File: config.mk
export PLATFORM = sky130hd
export DESIGN_NAME = executeStage
export DESIGN_NICKNAME = d
export VERILOG_FILES = /design/src/verilog/cpuPkg.sv /design/src/verilog/executeStage.sv
export SDC_FILE = /design/constraint.sdc
export NUM_CORES = 1
export LEC_CHECK = 0
export ABC_AREA = 1
export BUFFER_PORTS_ARGS = -buffer_cell sky130_fd_sc_hd__buf_2
export CORE_ASPECT_RATIO = 0.75
export CORE_UTILIZATION = 40
export DETAILED_ROUTE_END_ITERATION = 6
export SYNTH_ARGS = -nofsm -noshare
export SYNTH_HDL_FRONTEND = slang
export SYNTH_SLANG_ARGS = --single-unit
export TNS_END_PERCENT = 10
File: constraint.sdc
create_clock -name clock -period 0.8 [get_ports clock]
set_input_delay 0.16 -clock clock [delete_from_list [all_inputs] [get_ports clock]]
set_output_delay 0.16 -clock clock [all_outputs]
set_load 0.005 [all_outputs]
File: src/verilog/cpuPkg.sv
`default_nettype none

package cpuPkg;

    localparam int dataWidth = 32;
    localparam int regAddrWidth = 5;
    localparam int imemDepth = 64;
    localparam int dmemDepth = 64;
    localparam int imemAddrWidth = 6;

    // Function field codes of the R-type instructions.
    localparam logic [5:0] functAdd = 6'h20;
    localparam logic [5:0] functSub = 6'h22;
    localparam logic [5:0] functAnd = 6'h24;
    localparam logic [5:0] functOr = 6'h25;
    localparam logic [5:0] functSlt = 6'h2a;

    // Primary opcode, instruction bits 31 to 26.
    typedef enum logic [5:0] {
        opRtype = 6'h00,
        opJ     = 6'h02,
        opBeq   = 6'h04,
        opAddi  = 6'h08,
        opLw    = 6'h23,
        opSw    = 6'h2b
    } opcodeT;

    typedef enum logic [2:0] {
        aluAdd = 3'd0,
        aluSub = 3'd1,
        aluAnd = 3'd2,
        aluOr  = 3'd3,
        aluSlt = 3'd4
    } aluOpT;

    // Operand source picked in execute.
    typedef enum logic [1:0] {
        fwdNone = 2'b00,
        fwdWb   = 2'b01,
        fwdMem  = 2'b10
    } fwdSelT;

    typedef struct packed {
        logic  regWrite;
        logic  memToReg;
        logic  memWrite;
        logic  aluSrc;
        logic  regDst;
        aluOpT aluOp;
    } ctrlT;

    typedef struct packed {
        logic [dataWidth-1:0] pcPlus4;
        logic [dataWidth-1:0] instruction;
    } fetchDecodeT;

    typedef struct packed {
        ctrlT                    ctrl;
        logic [dataWidth-1:0]    rsValue;
        logic [dataWidth-1:0]    rtValue;
        logic [dataWidth-1:0]    imm;
        logic [regAddrWidth-1:0] rs;
        logic [regAddrWidth-1:0] rt;
        logic [regAddrWidth-1:0] rd;
    } decodeExecT;

    typedef struct packed {
        logic                    regWrite;
        logic                    memToReg;
        logic                    memWrite;
        logic [dataWidth-1:0]    aluOut;
        logic [dataWidth-1:0]    writeData;
        logic [regAddrWidth-1:0] writeReg;
    } execMemT;

    typedef struct packed {
        logic                    regWrite;
        logic                    memToReg;
        logic [dataWidth-1:0]    readData;
        logic [dataWidth-1:0]    aluOut;
        logic [regAddrWidth-1:0] writeReg;
    } memWbT;

    typedef struct packed {
        logic                    valid;
        logic [regAddrWidth-1:0] regAddr;
        logic [dataWidth-1:0]    data;
    } wbTraceT;

    typedef struct packed {
        logic [imemAddrWidth-1:0] addr;
        logic [dataWidth-1:0]     word;
    } loadReqT;

endpackage

`default_nettype wire

File: src/verilog/executeStage.sv
`default_nettype none

module executeStage import cpuPkg::*; (
    input  logic                 clock,
    input  logic                 rstN,
    input  logic                 run,
    input  decodeExecT           execIn,
    input  fwdSelT               fwdA,
    input  fwdSelT               fwdB,
    input  logic [dataWidth-1:0] aluOutM,
    input  logic [dataWidth-1:0] resultW,
    output execMemT              execOut
);

    logic [dataWidth-1:0]    srcA;
    logic [dataWidth-1:0]    rtFwd;
    logic [dataWidth-1:0]    srcB;
    logic [dataWidth-1:0]    aluResult;
    logic [regAddrWidth-1:0] writeReg;

    function automatic logic [dataWidth-1:0] fwdMux(input fwdSelT sel,
                                                    input logic [dataWidth-1:0] regValue);
        case (sel)
            fwdMem:  return aluOutM;
            fwdWb:   return resultW;
            default: return regValue;
        endcase
    endfunction

    assign srcA = fwdMux(fwdA, execIn.rsValue);
    assign rtFwd = fwdMux(fwdB, execIn.rtValue);
    assign srcB = execIn.ctrl.aluSrc ? execIn.imm : rtFwd;
    assign writeReg = execIn.ctrl.regDst ? execIn.rd : execIn.rt;

    always_comb begin
        case (execIn.ctrl.aluOp)
            aluAdd:  aluResult = srcA + srcB;
            aluSub:  aluResult = srcA - srcB;
            aluAnd:  aluResult = srcA & srcB;
            aluOr:   aluResult = srcA | srcB;
            // Signed compare.
            aluSlt:  aluResult = {{(dataWidth-1){1'b0}}, $signed(srcA) < $signed(srcB)};
            default: aluResult = '0;
        endcase
    end

    // Execute/memory register.
    always_ff @(posedge clock or negedge rstN) begin
        if (!rstN) begin
            execOut <= '0;
        end else if (!run) begin
            execOut <= '0;
        end else begin
            execOut.regWrite <= execIn.ctrl.regWrite;
            execOut.memToReg <= execIn.ctrl.memToReg;
            execOut.memWrite <= execIn.ctrl.memWrite;
            execOut.aluOut <= aluResult;
            execOut.writeData <= rtFwd;
            execOut.writeReg <= writeReg;
        end
    end

endmodule

`default_nettype wire

* Word level (Yosys, flattened, before mapping)
Index checks and enable logic that the tools add are counted.
** Cells by class
- Add/subtract/negate cells :: 2
- Magnitude comparators :: 1
- Eq/ne operators :: 8
- Muxes and demuxes :: 6
- Bitwise logic cells :: 2
- Reduce and logical (&&, ||, !) cells :: 1
** Operators with widths (number)
- $pmux W32 S5 :: 1
- $pmux W32 S2 :: 2
- $mux W72 :: 1
- $add A32 B32 Y32 :: 1
- $and A32 B32 Y32 :: 1
- $lt A32 B32 Y1 :: 1
- $mux W32 :: 1
- $or A32 B32 Y32 :: 1
- $sub A32 B32 Y32 :: 1
- $eq A3 B2 Y1 const B :: 2
- $mux W5 :: 1
- $eq A2 B1 Y1 const B :: 2
- $eq A2 B2 Y1 const B :: 2
- $eq A3 B1 Y1 const B :: 1
- $eq A3 B3 Y1 const B :: 1
- $logic_not A3 Y1 :: 1
** Word-level totals
- Flip-flop bits (word level) :: 72
- Bits of input ports :: 190
- Output and inout bits :: 72
- Word-level logic and storage cells :: 26

* Logic depth before layout (Yosys ltp)
Gate-level depths: netlist of run 1.
- Depth after elaboration :: 6
- Gate-level depth with buffers :: 23
- Depth with buffers taken out :: 20

* Worst setup path after synthesis of run 1
OpenSTA, ideal clock, no wires.
- Kind :: input -> register
- Start :: in fwdB[0]
- End :: reg execOut[61] in the netlist's numbering
- Arrival :: 2.978 ns
- Setup slack :: -2.291 ns
- Stages on the path :: 22
- Path buffers :: 2
- Cell sequence :: inv_1 ha_1 clkbuf_1 clkbuf_1 a221o_1 o21ai_0 o21ai_0 ha_1 inv_1 fa_1 inv_1 nand3_1 nand3_1 nand2_1 nand2_1 nand2_1 nand3_1 nand2_1 nand3_1 nand3_1 nand2_1 inv_1
** Between the ends
- Word-level cells in the longest chain between the ends :: 6
- Elaborated cells between the ends (all ways) :: 10
** Ends and longest elaborated chain
- start: declaration :: RTL line executeStage.sv:9 : input fwdSelT fwdB,
- $eq A2 B1 Y1 / $eq A2 B2 Y1 (equally long branches) :: RTL line executeStage.sv:23 : case (sel)
- $pmux W32 S2 (*) :: RTL line executeStage.sv:23
- $mux W32 (*) :: RTL line executeStage.sv:32 : assign srcB = execIn.ctrl.aluSrc ? execIn.imm : rtFwd;
- $sub A32 B32 Y32 (tied with other cells) :: RTL line executeStage.sv:38 : aluSub: aluResult = srcA - srcB;
- $pmux W32 S5 (*) :: RTL line executeStage.sv:36 : case (execIn.ctrl.aluOp)
- $mux W72 (*) :: RTL line executeStage.sv:51 : end else if (!run) begin
- end: declaration :: RTL line executeStage.sv:12 : output execMemT execOut
Mark *: on every way between the ends. The rest lies on a longest branch, timed or not.

* Worst setup path in the final report of run 1
- Start :: in fwdB[1]
- End :: reg execOut[63] in the netlist's numbering
Same word-level chain as after synthesis.

==> metrics, run 1 <==
outcome=complete, but fails checks; violated checks=negative setup slack; H-tree depth=3; post-synthesis cell count=1710; Total Wirelength=55.29 mm; Layout Nets=2672; vias in the first global route=14100; drt initial violations=1491; dominant cell by count in the synthesized netlist=nand2_1; met3 Use GR=8.951%; initial antenna violation count=7; synth top area cells=dfrtp_1 18%, nand2_1 17%, ha_1 12%; critical path peak fanout=8; Syn Nets=2002; drt pass-1 iters=7; CP dominant cell by count=nand2_1; Peak Freq=360.9 MHz; min-delay worst type=input pin to flop; unrepaired setup endpoints after global routing=true; DRC=0; critical path, cell by cell=buf_6, ha_4, buf_12, buf_12, a221o_1, o21ai_2, o21ai_1, buf_4, ha_4, nand2_1, nand2_2, inv_1, nand2_1, inv_1, nand2_2, nand2_2, nand2_1, nand2_1, nand3_1, nand3_1, nand2_1, inv_1; Die Y=139.6 microns; register area share after synthesis=17.84%; maximum VDD drop=1.240 mV; Warnings, synthesis=0; detailed-route wire length per cell=20.30 microns; most flop-heavy register=execOut; initial core utilization=41.40%; CP Launch Type=input pin; area of the multi-input gates=8713 sq um; routability cong.=1.056; number of CTS-inserted buffers=9; global-route wire length before repair=79.83 mm; leakage power=9.965 nW; slowest stage delay, CP=0.39 ns; synthesized cell area=10100 sq um; Die Wd=185.5 microns; largest net degree at the start of global routing=39; Slew HR=66.81%; Filler cells=2010; Critical Path Sink Type=flop; layout cells sized above 1=50.23%; row count=49; Reg area=1802 sq um; Most Used Layer, Global Route=met2; GR Layer Usage met2=62.29%; synth unique cells=42; pwr/cell area=1757 nW/um^2; die area=25900 sq um; fin. max-slew vios=0; Most used DFF post-synth=dfrtp_1; area delta synth->final=78.09%; gr usage total=41.57%; CTS max path bufs=2; met1 GRT Util=58.54%; max cap viols=0; via density per instance=5.390; area leader, netlist=dfrtp_1; CTS root buf=clkbuf_16; final hold viol count=0; post-synth top area share=17.84%; final setup margin=-1.971 ns; top cells by count, synth=467 x nand2_1, 311 x inv_1, 168 x nor2_1, 122 x o21ai_0, 108 x nand3_1; FF+latch count, synth=72; core region area=24400 sq um; IO Port Bufs=256; Pwr Total=0.03161 W; # setup viols final=136; mean post-synth cell area=5.907 sq um; Boundary Pins=262; Vias=14680; antenna-violating nets left=0; slowest library cell on the worst path=ha_4; grt ovf=0; CTS tree=done; max reg flops=72; fin crit share=346.4%; actual slew at the worst max-slew pin=0.4978 ns; Arrival @ worst endpoint=3.03 ns; Setup CP Type=input pin to flop; FFs w/ async S/R, synth=100.0%; Worst EP required=1.06 ns; dpl hpwl=42.43 mm; setup slack at placement=-2.702 ns; Clock transition at path regs=0.07 ns; top flop regs=execOut: 72 flops; Final Critical Period=2.771 ns; clock tree sinks=72; EDFF count, synth=0
==> routing by layer <==
layer | routed length, microns | vias up
met3 | 6262 | 142
li1 | - | 6771
met1 | 23380 | 6901
met4 | 1927 | 0
met5 | 0 | -
met2 | 23710 | 863
==> worst max-delay path: cells and delay by family <==
kind	cells	cell delay, ns
simple gates	10	0.88
buf+inv	7	0.74
fa+ha+maj	2	0.65
compound gates	3	0.56
==> kinds of logic after synthesis <==
| logic type | Yosys count | share of synthesized area [%] |
|---|---|---|
| compound gates | 299 | 18.59 |
| simple gates | 823 | 34.29 |
| fa+ha+maj | 102 | 12.78 |
| buf+inv | 410 | 16.15 |
| flops | 72 | 17.84 |
| xor+xnor | 4 | 0.3468 |
==> where the power goes <==
group	total, W	leakage (nW)	switching [W]	internal (W)
clock network	0.00487	0.160	0.00203	0.00284
registers	0.00408	0.950	0.000117	0.00396
logic	0.0227	8.86	0.0125	0.0101
total	0.0316	9.97	0.0147	0.0169
==> path summary, 6_finish.rpt <==
path | start | to | slack [ns] | depth (start not counted)
max | fwdB[1] | execOut[63]$_DFF_PN0_ | -1.97 | 22
min | execIn[2] | execOut[2]$_DFF_PN0_ | 0.03 | 3
max in group asynchronous | rstN | execOut[35]$_DFF_PN0_ | 0.24 | 3
min in group asynchronous | rstN | execOut[45]$_DFF_PN0_ | 0.31 | 3
==> cells in the final DEF (no fill, tap or decap), types with 4 or more instances in the layout <==
master	n
a21oi_2	28
nand2_2	90
buf_6	44
diode_2	7
inv_4	5
nor3_4	6
nor2_4	31
ha_1	59
nor3_2	7
buf_4	412
o21ai_4	19
a221o_1	63
o21ai_0	28
o21ai_2	61
nor2_2	33
ha_2	6
o21bai_1	4
nor3_1	7
nand3_2	23
ha_4	35
nor2_1	123
nand3_4	8
nand2_1	361
nand4_1	14
inv_2	54
xor2_1	4
buf_12	24
clkbuf_16	9
inv_1	272
o22ai_1	6
a21oi_1	51
nand2_4	29
dlygate4sd3_1	4
dfrtp_1	72
nand3_1	81
o21ai_1	24
buf_2	245
==> through the flow <==
stage	hold WS [ns]	cells	area [sq um]	setup TNS (ns)	util, %
floorplan	-0.1356	1710	10230	-65.73	-
global placement	0.1480	2608	14650	-102.80	60.05
detailed placement	0.1532	2608	14650	-104.61	60.05
CTS	0.01352	2684	17010	-79.39	69.72
global route	0.02654	2723	17990	-90.82	73.72
finish	0.02574	2723	17990	-85.82	73.72
==> what timing repair did <==
| item | CTS | global route |
|---|---|---|
| cloned | 2 | 1 |
| buffers inserted | 57 | 32 |
| endpoints found under the hold margin | 75 | 0 |
| hold buffers | 4 | 0 |
| gates resized for setup | 455 | 179 |
| endpoints found under the setup margin | 136 | 136 |
| pin swaps | 95 | 91 |
==> area by class of cell <==
cell class	instances	area share [%]
Timing Repair Buffer	732	30.05
Clock buffer	10	1.329
Multi-Input combinational cell	1228	48.44
Antenna cell	7	0.09738
Inverter	336	7.220
Timing Repair inverter	1	0.04869
Tap cell	331	2.302
Sequential cell	72	10.02
Clock inverter	6	0.5008
Note: power is estimated with default switching activity, not from simulation.
==> inputs of run 2 (changes only) <==
--- a/config.mk
+++ b/config.mk
@@ -6,10 +6,11 @@
 export NUM_CORES = 1
 export LEC_CHECK = 0
 export ABC_AREA = 1
-export BUFFER_PORTS_ARGS = -buffer_cell sky130_fd_sc_hd__buf_2
 export CORE_ASPECT_RATIO = 0.75
 export CORE_UTILIZATION = 40
 export DETAILED_ROUTE_END_ITERATION = 6
+export DONT_BUFFER_PORTS = 1
+export SKIP_LAST_GASP = 1
 export SYNTH_ARGS = -nofsm -noshare
 export SYNTH_HDL_FRONTEND = slang
 export SYNTH_SLANG_ARGS = --single-unit
==> run 2 against run 1 <==
The run ends with negative hold slack, negative setup slack left. Critical path depth unchanged. Highest routed layer unchanged. Sequential share of layout area increased by 1.6 points. Combinational power decreased by 14%. Sequential power increased by 3%. Clock power decreased by 6.0%. Clock-buffer cell count unchanged. Non-clock buffer count decreased by 300. Final area decreased by 14%. Fmax increased by 5.9%. Largest cell class unchanged. Global-route usage decreased by 2.9 points. Largest power group unchanged.
==> metrics, run 2 (same netlist as run 1, synthesis figures left out) <==
number of CTS-inserted buffers=9 (unchanged); CTS tree=done; outcome=complete, but fails checks; Slew HR=69.74% (+2.9 points); Critical Path Sink Type=flop; CTS max path bufs=2 (unchanged); via density per instance=5.422 (+0.59%); routability cong.=1.047 (-0.88%); fin area=15500 sq um (-14%); CP Launch Type=input pin; detailed-route wire length per cell=20.90 microns (+2.9%); drt initial violations=1349 (-9.5%); Gate power share=69.0% (-2.7 points); switching power=0.01309 W (-11%); Total Negative Setup Slacks=-67.31 ns (+18.51 ns); violated checks=negative hold slack, negative setup slack; # hold bufs at CTS=13 (+9); largest net degree at the start of global routing=73 (+87%); dpl hpwl=40.28 mm (-5.1%); initial antenna violation count=0 (-7); most common cell after layout, fill and taps aside=nand2_1; Final Critical Period=2.617 ns (-0.1543 ns); final hold viol count=98 (+98); Switching Share=46.34% (-0.14 points); vias in the first global route=12630 (-10%); H-tree depth=3 (unchanged); Clock transition at path regs=0.07 ns (about the same); antenna-violating nets left=0 (unchanged); unrepaired setup endpoints after global routing=true; Arrival @ worst endpoint=2.92 ns (-0.11 ns); actual slew at the worst max-slew pin=0.4539 ns (-0.04394 ns); final hold slack=-0.5209 ns (-0.5466 ns); Boundary Pins=262 (unchanged); global-route wire length before repair=73.51 mm (-7.9%); core region area=24400 sq um (unchanged); Setup CP Type=input pin to flop; # setup viols final=134 (-1.5%); Pwr Total=0.02825 W (-11%); pwr/cell area=1823 nW/um^2 (+3.7%); drt pass-1 iters=5 (-2); final setup margin=-1.817 ns (+0.1543 ns); die area=25900 sq um (unchanged); placed cell area=13070 sq um (-11%); row count=49 (unchanged); non-filler cells in the finished layout=2416 (-11%); placed cell count=2325 (-11%); Die Wd=185.5 microns (unchanged); DRC=0 (unchanged); IO Port Bufs=0 (-100%); max reg flops=72 (unchanged); Filler cells=2327 (+16%); most flop-heavy register=execOut; CTS root buf=clkbuf_16; register share of total power=14.8% (+1.9 points); Pint=0.01516 W (-10%); most frequent cells in the layout=418 x nand2_1, 382 x buf_4, 284 x inv_1; fin. max-slew vios=0 (unchanged); Peak Freq=382.2 MHz (+5.9%); Total Wirelength=50.48 mm (-8.7%); critical path peak fanout=8 (unchanged); clock power share=16.2% (+0.8 points); grt ovf=0 (unchanged); fin crit share=327.1% (-19 points); top flop regs=execOut: 72 flops; clock tree sinks=72 (unchanged); final antenna diode count=0 (-7); Layout Nets=2372 (-11%); min-delay worst type=input pin to async pin; initial core utilization=41.40% (unchanged); layout cells sized above 1=37.41% (-13 points); gr usage total=38.68% (-2.9 points); maximum VDD drop=1.287 mV (+3.8%); leakage power=8.329 nW (-16%); Vias=13100 (-11%); Worst EP required=1.10 ns (+0.04 ns); max cap viols=0 (unchanged); area delta synth->final=53.46%; Die Y=139.6 microns (unchanged)
-- run 2: changes by cell type in the layout (fill, tap and decap cells not counted), moves of 9 or more --
cell	before	now
nand2_1	361	418
buf_12	24	13
nor2_1	123	135
buf_2	245	0
inv_2	54	45
o21ai_1	24	34
inv_1	272	284
nand2_4	29	6
a21oi_1	51	61
nand2_2	90	56
buf_4	412	382
buf_6	44	23
dlygate4sd3_1	4	13
nor2_4	31	22
-- run 2: repair_timing --
item	in CTS	in global routing
endpoints found under the hold margin	103	98
setup endpoints to repair	135	135
setup buffers	40	25
cloned	0	1
gates resized for setup	344	105
pin swaps	71	27
-- run 2: worst max-delay path, stage by stage --
cell and delay [ns]:
inv_8 0.01, ha_4 0.36, buf_12 0.15, a221o_1 0.14, o21ai_2 0.07, buf_4 0.13, buf_4 0.12, buf_4 0.13
buf_4 0.12, buf_4 0.12, buf_4 0.12, buf_4 0.12, buf_4 0.12, buf_4 0.12, buf_4 0.12, buf_4 0.12
buf_4 0.12, buf_4 0.12, buf_4 0.13, buf_4 0.12, buf_4 0.12, nor2_1 0.08
-- run 2: power by group through the flow --
stage / Clock, W / Sequential [W] / Combinational [W]
after floorplan: 0 / 0.00416 / 0.00818
after global placement: 0 / 0.00426 / 0.0152
after detailed placement: 0 / 0.00426 / 0.0153
after CTS: 0.00461 / 0.00419 / 0.0179
after global routing: 0.00476 / 0.00421 / 0.0208
final: 0.00458 / 0.00419 / 0.0195
-- run 2: layout make-up --
class | instances | area (sq um) | share of cell area (%)
clock inverter | 6 | 75.07 | 0.4843
timing repair inverter | 1 | 8.758 | 0.05650
inverter | 336 | 1291 | 8.330
tap | 331 | 414.1 | 2.672
timing repair buffer | 432 | 3532 | 22.79
multi-input combinational | 1228 | 8139 | 52.51
clock buffer | 10 | 239.0 | 1.542
sequential | 72 | 1802 | 11.62
-- run 2: per-layer routing --
layer / global-route usage, % / up-vias / part of all wire, %
met3: 17.12 / 105 / 15
met2: 54.09 / 766 / 40
met5: 0 / - / 0
met4: 11.79 / 0 / 3.1
li1: - / 6170 / -
met1: 52.64 / 6058 / 42
-- run 2: final timing paths --
path	start	to	slack, ns	depth (start not counted)
max in group asynchronous	rstN	execOut[28]$_DFF_PN0_	1.18	0
min	rstN	execOut[41]$_DFF_PN0_	-0.52	0
min in group clock	run	execOut[41]$_DFF_PN0_	-0.10	2
max	fwdB[0]	execOut[16]$_DFF_PN0_	-1.82	22
-- run 2: through the flow --
step | worst slack (ns) | utilization, %
final | -1.817 | 63.53
after global routing | -1.933 | 63.53
after CTS | -1.679 | 61.25
after detailed placement | -2.541 | 53.54
after global placement | -2.531 | 53.54
after floorplan | -1.770 | -
==> inputs of run 3 (changes only) <==
==> constraint.sdc (replaced) <==
create_clock -name clock -period 0.8 [get_ports clock]
set_input_delay 0.08 -clock clock [delete_from_list [all_inputs] [get_ports clock]]
set_output_delay 0.08 -clock clock [all_outputs]
set_load 0.005 [all_outputs]
==> run 3 against run 2 <==
Utilization is 0.48 points lower. Critical endpoint is now execOut[66]$_DFF_PN0_. Sequential power barely moved. Non-clock buffer count down 12. The flow still finishes with violations (negative hold slack, negative setup slack). Critical path depth is 2 lower. Final area fell by 0.76%.
==> metrics, run 3 (same netlist as run 1, synthesis figures left out) <==
# hold bufs at CTS=15 (+2); drt initial violations=1184 (-12%); Critical Path Sink Type=flop; max reg flops=72 (unchanged); leakage power=8.304 nW (-0.30%); H-tree depth=3 (unchanged); clock power share=16.3% (about the same); CTS max path bufs=2 (unchanged); clock tree sinks=72 (unchanged); unrepaired setup endpoints after global routing=true; outcome=complete, but fails checks; maximum VDD drop=1.209 mV (-6.0%); Die Y=139.6 microns (unchanged); Layout Nets=2359 (-0.55%); Boundary Pins=262 (unchanged); most common cell after layout, fill and taps aside=nand2_1; gr usage total=38.46% (-0.22 points); initial core utilization=41.40% (unchanged); core region area=24400 sq um (unchanged); non-filler cells in the finished layout=2404 (-0.50%); register share of total power=14.9% (about the same); Die Wd=185.5 microns (unchanged); area delta synth->final=52.30%; critical path, cell by cell=inv_8, ha_4, inv_8, bufbuf_16, o21ai_2, o21ai_2, ha_1, buf_4, nor2_2, inv_1, nor2_2, nand2_1, nor2_1, nand2_2, nand2_1, nand2_1, nand3_1, nand3_1, nand2_1, inv_1; row count=49 (unchanged); slowest library cell on the worst path=ha_1; CP Launch Type=input pin; CTS tree=done; Pint=0.01508 W (-0.54%); switching power=0.01305 W (-0.32%); Final Critical Period=2.501 ns (-0.1161 ns); CTS root buf=clkbuf_16; Filler cells=2323 (-0.17%); vias in the first global route=12340 (-2.4%); Peak Freq=399.9 MHz (+4.6%); global-route wire length before repair=72.80 mm (-0.97%); actual slew at the worst max-slew pin=0.4623 ns (+0.008414 ns); Slew HR=69.18% (-0.56 points); min-delay worst type=input pin to async pin; Pwr Total=0.02813 W (-0.44%); top flop regs=execOut: 72 flops; dpl hpwl=39.86 mm (-1.0%); pwr/cell area=1828 nW/um^2 (+0.32%); max cap viols=0 (unchanged); CP bufs+invs=6 (-12); # setup viols final=129 (-3.7%); critical path peak fanout=9 (+1); final hold viol count=106 (+8.2%); violated checks=negative hold slack, negative setup slack; slowest stage delay, CP=0.36 ns (about the same); antenna-violating nets left=0 (unchanged); number of CTS-inserted buffers=9 (unchanged); fin util=63.04% (-0.48 points); initial antenna violation count=0 (unchanged); kind of cell adding the most delay to the critical path=simple AND/OR/NAND/NOR gates; Gate power share=68.8% (-0.2 points); Vias=13170 (+0.56%); final hold slack=-0.6165 ns (-0.09562 ns); Clock transition at path regs=0.09 ns (+0.02 ns); Total Wirelength=50.40 mm (-0.16%); Switching Share=46.40% (+0.053 points); fin crit share=312.6% (-15 points); drt pass-1 iters=6 (+1); final setup margin=-1.701 ns (+0.1161 ns); placed cell count=2327 (+0.086%); DRC=0 (unchanged); Arrival @ worst endpoint=2.76 ns (-0.16 ns); detailed-route wire length per cell=20.97 microns (+0.34%); grt ovf=0 (unchanged); via density per instance=5.479 (+1.1%); layout cells sized above 1=37.36% (-0.055 points); fin. max-slew vios=0 (unchanged); most frequent cells in the layout=402 x nand2_1, 369 x buf_4, 280 x inv_1; Setup CP Type=input pin to flop; Worst EP required=1.06 ns (-0.04 ns); CP dominant cell by count=nand2_1; Total Negative Setup Slacks=-55.73 ns (+11.58 ns); most flop-heavy register=execOut; IO Port Bufs=0 (unchanged); die area=25900 sq um (unchanged); largest net degree at the start of global routing=73 (unchanged); routability cong.=1.064 (+1.6%)
-- run 3: how the worst max path moves through the flow --
stage          startpoint               endpoint  slack, ns  depth (start not counted)
2_1_floorplan     fwdB[1]  execOut[37]$_DFF_PN0_      -1.69                         20
3_3_place_gp      fwdA[0]  execOut[64]$_DFF_PN0_      -2.54                         19
3_5_place_dp      fwdA[0]  execOut[64]$_DFF_PN0_      -2.59                         19
4_1_cts           fwdB[0]  execOut[64]$_DFF_PN0_      -1.62                         23
5_1_grt           fwdB[1]  execOut[63]$_DFF_PN0_      -1.80                         20
6_report          fwdB[0]  execOut[66]$_DFF_PN0_      -1.70                         20
-- run 3: power groups by stage --
| stage | Sequential [W] | Clock, W | Combinational, W |
|---|---|---|---|
| floorplan | 0.00416 | 0 | 0.00818 |
| global placement | 0.00426 | 0 | 0.0150 |
| detailed placement | 0.00426 | 0 | 0.0151 |
| CTS | 0.00419 | 0.00466 | 0.0173 |
| global route | 0.00422 | 0.00476 | 0.0207 |
| finish | 0.00419 | 0.00459 | 0.0194 |
-- run 3: layout make-up --
class                           count  area, sq um  area share, %
Tap cell                          331        414.1          2.692
Sequential cell                    72         1802          11.71
Timing Repair Buffer              420         3478          22.61
Inverter                          336         1286          8.361
Clock buffer                       10        239.0          1.553
Antenna cell                        1        2.502        0.01627
Multi-Input combinational cell   1228         8087          52.57
Clock inverter                      6        75.07         0.4880
-- run 3: through the flow --
stage / hold slack, ns / worst slack, ns / cell area [sq um]
3_5_place_dp: -0.2126 / -2.588 / 12990
6_report: -0.6165 / -1.701 / 15380
5_1_grt: -0.6232 / -1.799 / 15380
2_1_floorplan: -0.2156 / -1.690 / 10230
3_3_place_gp: -0.2129 / -2.538 / 12990
4_1_cts: -0.6243 / -1.618 / 14620
-- run 3: per-layer routing --
layer / share of wire, % / track usage (%) / vias up
li1: - / - / 6146
met1: 42 / 53.47 / 6137
met2: 40 / 52.06 / 789
met3: 14 / 16.25 / 100
met4: 3.3 / 13.79 / 0
met5: 0 / 0 / -
-- run 3: repair_timing --
action | in CTS | in global routing
gates cloned | 2 | 2
endpoints found under the setup margin | 130 | 135
gates resized for setup | 275 | 186
hold endpoints to repair | 110 | 104
pin swaps | 37 | 64
buffers inserted | 26 | 15
